$ cat src/fnd_pkg.sv
package fnd_pkg;

    ////////////////////////////////////////////////////////////
    // display geometry
    ////////////////////////////////////////////////////////////

    localparam int DIGITS = 4;                  // four-digit common-anode module

    // one hex digit as shown on a single position
    typedef logic [3:0] nibble_t;

    // digit select lines, active low, bit 0 is the rightmost digit
    typedef logic [DIGITS-1:0] com_t;

    // segment lines, active low
    // bit 7 is segment a, down to bit 1 for g, bit 0 is the decimal point
    typedef logic [7:0] seg_t;

    // the sixteen displayed bits, digit 0 sits in the low nibble
    typedef nibble_t [DIGITS-1:0] disp_word_t;

    // display bus as it leaves the chip
    typedef struct packed {
        com_t com;                              // which digit is lit
        seg_t seg;                              // what the lit digit shows
    } fnd_t;

    localparam com_t COM_RESET = 4'b1110;       // scan starts on the rightmost digit

    ////////////////////////////////////////////////////////////
    // segment patterns, a..g then dp, zero lights the segment
    ////////////////////////////////////////////////////////////

    localparam seg_t SEG_0 = 8'b0000_0011;
    localparam seg_t SEG_1 = 8'b1001_1111;
    localparam seg_t SEG_2 = 8'b0010_0101;
    localparam seg_t SEG_3 = 8'b0000_1101;
    localparam seg_t SEG_4 = 8'b1001_1001;
    localparam seg_t SEG_5 = 8'b0100_1001;
    localparam seg_t SEG_6 = 8'b0100_0001;
    localparam seg_t SEG_7 = 8'b0001_1011;
    localparam seg_t SEG_8 = 8'b0000_0001;
    localparam seg_t SEG_9 = 8'b0001_1001;
    localparam seg_t SEG_A = 8'b0001_0001;
    localparam seg_t SEG_B = 8'b1100_0001;     // lower case b shape
    localparam seg_t SEG_C = 8'b0110_0011;     // full C, top bar lit
    localparam seg_t SEG_D = 8'b1000_0101;     // lower case d shape
    localparam seg_t SEG_E = 8'b0110_0001;
    localparam seg_t SEG_F = 8'b0111_0001;

endpackage

$ cat src/scan_tick_gen.sv
`timescale 1ns/1ps

module scan_tick_gen #(
    parameter int DIV_W = 17                    // tick period is 2**DIV_W clocks
) (
    input  logic clk,
    input  logic reset_p,
    output logic tick
);

    logic [DIV_W-1:0] div_cnt;                  // free-running divider
    logic             div_cur;                  // top bit, sampled once
    logic             div_old;                  // top bit, one cycle older

    ////////////////////////////////////////////////////////////
    // clock divider
    ////////////////////////////////////////////////////////////

    // holds the edge count modulo 2**DIV_W
    always_ff @(posedge clk or posedge reset_p) begin
        if (reset_p) begin
            div_cnt <= '0;
        end else begin
            div_cnt <= div_cnt + 1'b1;
        end
    end

    ////////////////////////////////////////////////////////////
    // rising edge detector on the divider top bit
    ////////////////////////////////////////////////////////////

    always_ff @(posedge clk or posedge reset_p) begin
        if (reset_p) begin
            div_cur <= 1'b0;
            div_old <= 1'b0;
        end else begin
            div_cur <= div_cnt[DIV_W-1];
            div_old <= div_cur;                 // one more stage for the compare
        end
    end

    // high for a single cycle per divider period
    assign tick = div_cur & ~div_old;

    // a held tick would skip digits in the scanner
    a_tick_one_cycle: assert property (
        @(posedge clk) disable iff (reset_p)
        tick |=> !tick
    ) else $error("scan tick held high for more than one cycle");

endmodule

$ cat src/digit_scanner.sv
`timescale 1ns/1ps

module digit_scanner (
    input  logic                clk,
    input  logic                reset_p,
    input  logic                tick,
    input  fnd_pkg::disp_word_t word,
    output fnd_pkg::com_t       com,
    output fnd_pkg::nibble_t    digit
);

    import fnd_pkg::*;

    logic    com_legal;                         // exactly one line low
    com_t    com_next;                          // ring value after a step
    nibble_t digit_next;                        // nibble picked by the current com

    // counts the low lines of a select value
    function automatic logic one_low(input com_t sel);
        int zeros;
        zeros = 0;
        for (int i = 0; i < DIGITS; i++) begin
            if (!sel[i]) begin
                zeros++;
            end
        end
        return (zeros == 1);
    endfunction

    ////////////////////////////////////////////////////////////
    // digit select ring
    ////////////////////////////////////////////////////////////

    assign com_legal = one_low(com);

    // the low bit walks from digit 0 toward the leftmost digit
    always_comb begin
        if (com_legal) begin
            com_next = {com[DIGITS-2:0], com[DIGITS-1]};
        end else begin
            com_next = COM_RESET;               // recover from a corrupted ring
        end
    end

    always_ff @(posedge clk or posedge reset_p) begin
        if (reset_p) begin
            com <= COM_RESET;
        end else if (tick || !com_legal) begin
            com <= com_next;
        end
    end

    ////////////////////////////////////////////////////////////
    // nibble selector
    ////////////////////////////////////////////////////////////

    // walk down so the lowest active line wins
    always_comb begin
        digit_next = '0;
        for (int i = DIGITS - 1; i >= 0; i--) begin
            if (!com[i]) begin
                digit_next = word[i];
            end
        end
    end

    // uses com and word from before the edge
    always_ff @(posedge clk or posedge reset_p) begin
        if (reset_p) begin
            digit <= '0;
        end else begin
            digit <= digit_next;
        end
    end

    // two lit digits would ghost on the display
    a_com_one_low: assert property (
        @(posedge clk) disable iff (reset_p)
        $onehot(~com)
    ) else $error("digit select has %b, not a single low line", com);

endmodule

$ cat src/seg7_decoder.sv
`timescale 1ns/1ps

module seg7_decoder (
    input  fnd_pkg::nibble_t digit,
    output fnd_pkg::seg_t    seg
);

    import fnd_pkg::*;

    ////////////////////////////////////////////////////////////
    // hex digit to segment pattern, active low
    ////////////////////////////////////////////////////////////

    // decimal point is never lit, so bit 0 is always 1
    always_comb begin
        unique case (digit)
            4'h0: seg = SEG_0;
            4'h1: seg = SEG_1;
            4'h2: seg = SEG_2;
            4'h3: seg = SEG_3;
            4'h4: seg = SEG_4;
            4'h5: seg = SEG_5;
            4'h6: seg = SEG_6;
            4'h7: seg = SEG_7;
            4'h8: seg = SEG_8;
            4'h9: seg = SEG_9;
            4'ha: seg = SEG_A;
            4'hb: seg = SEG_B;                  // b and d are lower case so they differ from 8 and 0
            4'hc: seg = SEG_C;
            4'hd: seg = SEG_D;
            4'he: seg = SEG_E;
            4'hf: seg = SEG_F;
        endcase
    end

endmodule

$ cat src/fnd_counter_top.sv
`timescale 1ns/1ps

module fnd_counter_top #(
    parameter int COUNT_W = 32,                 // at least the sixteen displayed bits
    parameter int DIV_W   = 17                  // scan divider width
) (
    input  logic                clk,
    input  logic                reset_p,
    output fnd_pkg::disp_word_t count,
    output fnd_pkg::fnd_t       fnd
);

    import fnd_pkg::*;

    logic [COUNT_W-1:0] count_q;                // free-running counter
    logic               scan_tick;              // one cycle per scan step
    com_t               scan_com;
    nibble_t            scan_digit;             // value of the lit digit
    seg_t               seg_pat;

    ////////////////////////////////////////////////////////////
    // free-running counter
    ////////////////////////////////////////////////////////////

    always_ff @(posedge clk or posedge reset_p) begin
        if (reset_p) begin
            count_q <= '0;
        end else begin
            count_q <= count_q + 1'b1;          // wraps at 2**COUNT_W
        end
    end

    // only the slow upper bits are visible to the eye
    assign count = count_q[COUNT_W-1 -: $bits(disp_word_t)];

    ////////////////////////////////////////////////////////////
    // display scan path
    ////////////////////////////////////////////////////////////

    scan_tick_gen #(
        .DIV_W   (DIV_W)
    ) u_tick (
        .clk     (clk),
        .reset_p (reset_p),
        .tick    (scan_tick)
    );

    digit_scanner u_scan (
        .clk     (clk),
        .reset_p (reset_p),
        .tick    (scan_tick),
        .word    (count),
        .com     (scan_com),
        .digit   (scan_digit)
    );

    seg7_decoder u_dec (
        .digit   (scan_digit),
        .seg     (seg_pat)
    );

    assign fnd = '{com: scan_com, seg: seg_pat};

endmodule

$ cat config.mk
export PLATFORM = sky130hd
export DESIGN_NAME = fnd_counter_top
export DESIGN_NICKNAME = d
export VERILOG_FILES = /design/src/fnd_pkg.sv /design/src/scan_tick_gen.sv /design/src/digit_scanner.sv /design/src/seg7_decoder.sv /design/src/fnd_counter_top.sv
export SDC_FILE = /design/constraint.sdc
export NUM_CORES = 1
export LEC_CHECK = 0
export BUFFER_PORTS_ARGS = -buffer_cell sky130_fd_sc_hd__buf_2
export CORE_MARGIN = 8
export CORE_UTILIZATION = 55
export DETAILED_ROUTE_END_ITERATION = 12
export MAX_ROUTING_LAYER = met4
export PLACE_DENSITY = 0.75
export SYNTH_ARGS = -nofsm -noshare
export SYNTH_HDL_FRONTEND = slang
export SYNTH_SLANG_ARGS = --single-unit
$ cat constraint.sdc
create_clock -name clk -period 2.74 [get_ports clk]
set_input_delay 0.548 -clock clk [delete_from_list [all_inputs] [get_ports clk]]
set_output_delay 0.548 -clock clk [all_outputs]
set_load 0.01 [all_outputs]
==> impl_metrics.tcl <==
set metrics [dict create \
    part_of_the_yosys_area_used_for_sequential_elements 0.488 \
    timing.setup.critical_path_class "reg -> out" \
    power.ir.vdd_worst_uv 331 \
    num_vias 2093 \
    rsz0062_at_grt "false" \
    detail_route.drc_violations 0 \
    area_of_all_placed_cells_without_fillers_um2 3360 \
    finalClockSkew_ns 0.0108 \
    clk-insertion-delay-late_ns 0.34 \
    placement_rows 27 \
    initial_utilization 0.561 \
    die_w_um 90.2 \
    finalWeightedCongestion 0.837 \
    wire_length_of_the_first_global_routing_pass_um 10100 \
    cts_buffers 9 \
    timing.critical_path.required_ns 2.19 \
    postSynth.asyncResetShare 1.00 \
    regToRegEndpoint "u_scan.com[1]" \
    fin_setup_tns_ns 0 \
    static-leakage-power_nw 1.65 \
    reg2reg_from "u_scan.com[1]" \
    critical_path_buf_inv_count 2 \
    layout_setup_ws_ns 0.310 \
    hold_path.class "in -> async" \
    r2r_slack_ns 0.35 \
    clk_path_buf_depth 2 \
    post_dp_cell_area_um2 3110 \
    avgRoutedWirePerCell_um 14.6 \
    final_min_period_over_clock_period 0.887 \
    wl_um 5620 \
    final-instance-count-excl-fill 384 \
    cts.htree.levels 3 \
    postSynthCellCount 293 \
    post_cts.repair.setup_buffers 0 \
    die_height_um 90.2 \
    worst_path_largest_cell_delay_ns 0.46 \
    netlist.area_leader.share 0.462 \
    grt_max_degree 32 \
    cp_slowest_cell "sky130_fd_sc_hd__or3b_2" \
    finalWorstPathRequiredPeriod_ns 2.43 \
    yosys_most_used_dff "sky130_fd_sc_hd__dfrtp_1" \
    yosys-top-cells-area "sky130_fd_sc_hd__dfrtp_1 46%, sky130_fd_sc_hd__xnor2_1 7.5%, sky130_fd_sc_hd__xor2_1 6.1%, sky130_fd_sc_hd__buf_4 4.2%, sky130_fd_sc_hd__ha_1 3.7%" \
    final-max-slew-violation-count 0 \
    worst_path_maximum_fanout 5 \
    detail-route-antenna-nets 0 \
    cts_hold_buffers_added 0 \
    average_via_count_per_standard_cell 5.45 \
    netlist_area_um2 3030 \
    syn_nets 304 \
    top_cell_family_by_delay_on_the_critical_path "simple AND/OR/NAND/NOR gates" \
    worst_r2r_path_depth 6 \
    number_of_antenna_violations_at_the_first_check_in_global_routing 0 \
    synth-seq-cells 59 \
    clock_transition_at_the_registers_of_the_reported_paths_ns 0.07 \
    worst-slew-pin-transition_ns 0.663 \
    diodes 0 \
    report.final.hold_viol_count 0 \
    grt.overflow.total 0 \
    worstSetupStartpointType "flop" \
    finalSetupViolCount 0 \
    cts_root_buf "sky130_fd_sc_hd__clkbuf_8" \
    cell_pwr_density_nw_per_um2 552 \
    post_synth_most_frequent_cells "56 x sky130_fd_sc_hd__dfrtp_1, 26 x sky130_fd_sc_hd__xnor2_1, 23 x sky130_fd_sc_hd__nand2_1, 21 x sky130_fd_sc_hd__xor2_1, 17 x sky130_fd_sc_hd__buf_4" \
    layout-drive-gt1-share 0.173 \
    coreArea_um2 5410 \
    drt-initial-drc-count 154 \
    average_instance_area_after_synthesis_um2 10.3 \
    io_buffer_count 28 \
    clock_sinks 59 \
    synthesis.yosys.warnings 0 \
    gr-usage-all-layers 0.155 \
    achievable-frequency_ghz 0.412 \
    synth_enable_flop_cells 0 \
    numPlacedInstances 368 \
    worstPathCellList "inv_1 > ha_1 > nor2_1 > or3b_2 > o31ai_1 > buf_2" \
    total_power_mw 1.85 \
    cp-end-kind "primary output" \
    worst_ep_arrival_time_ns 1.88 \
    cell_type_with_the_highest_aggregate_area_in_the_netlist "sky130_fd_sc_hd__dfrtp_1" \
    dp.final_hpwl_um 3890 \
    clock_tree_from_tritoncts "built" \
    grt_pass1_vias 2159 \
    synthToLayoutAreaGrowth_pct 10.9 \
    pre_cts_slack_ns 0.191 \
    status "finished, final reports clean" \
    fin_util 0.622 \
    firstDrtPassIters 4 \
    drv.max_cap_violation_count 0 \
    pin_count 30 \
    yosysMostFrequentCell "sky130_fd_sc_hd__dfrtp_1" \
    yosys.cell_types.count 41 \
    worst_hold_slack_ns 0.300 \
    die-area_um2 8140 \
    fin_nets 318 \
    max-slew-margin-rel 0.557 \
]
registers in the layout (all words and copies together) (netlist names):
name	count
u_tick.div_cur	1
u_tick.div_old	1
u_scan.digit	4
u_scan.com	4
count_q	32
u_tick.div_cnt	17
layout make-up:
type,instances,area [um2]
fillers,437,2050
flip-flops and latches,59,1480
multi-input cells,192,1330
repair buffers,29,160
clock buffers,11,141
clock inverters,5,100
well taps,72,90.1
inverters,16,60.1
kinds of logic after synthesis:
family	share of synthesized area
AOI/OAI and AO/OA	0.0541
xor gates and xnor gates	0.136
adders and majority gates	0.0372
buffers and inverters	0.0760
DFF	0.488
muxes	0.0136
other	0.00124
and+or+nand+nor	0.194
power by group:
group | leakage [nW] | internal, mW | switching (mW)
clock network | 0.123 | 0.626 | 0.336
registers | 0.785 | 0.871 | 0
logic | 0.741 | 0.00350 | 0.0172
total | 1.65 | 1.50 | 0.354
cells in the final DEF, fill, tap and decap left out, drive strengths merged, types with 3 or more instances in the layout:
| cell type | instances |
|---|---|
| dfrtp | 56 |
| buf | 29 |
| xnor2 | 26 |
| nand2 | 24 |
| xor2 | 21 |
| nor2 | 16 |
| nand3 | 16 |
| inv | 15 |
| nor3 | 12 |
| clkbuf | 11 |
| ha | 9 |
| nor4 | 8 |
| nand4 | 7 |
| and3 | 6 |
| and4 | 5 |
| o21ai | 5 |
| nand3b | 5 |
| nand2b | 4 |
| a21o | 4 |
| o211ai | 3 |
| a311oi | 3 |
| mux2i | 3 |
| bufinv | 3 |
| dfstp | 3 |
| clkinv | 3 |
what timing repair did:
action,4_1_cts,5_1_grt
gates resized for setup,0,1
endpoints found under the hold margin,0,0
setup endpoints to repair,0,3
per-layer routing:
| layer | track usage | share of wire |
|---|---|---|
| met1 | 0.171 | 0.43 |
| met3 | 0.0582 | 0.054 |
| met2 | 0.250 | 0.51 |
| met4 | 0.0555 | 0.0069 |
| met5 | - | 0 |
how the worst max path moves through the flow:
| stage | cells after the start | slack (ns) | from | to |
|---|---|---|---|---|
| floorplan | 7 | 0.30 | u_scan.com[1] | u_scan.com[0] |
| global placement | 6 | 0.35 | u_scan.com[1] | u_scan.com[0] |
| detailed placement | 6 | 0.19 | u_scan.com[1] | u_scan.com[1] |
| CTS | 6 | 0.18 | u_scan.com[1] | u_scan.com[1] |
| global route | 6 | 0.12 | u_scan.com[0] | u_scan.com[1] |
| finish | 6 | 0.31 | u_scan.digit[1] | fnd[7] |
No activity file was read; power rests on OpenSTA's default activity.
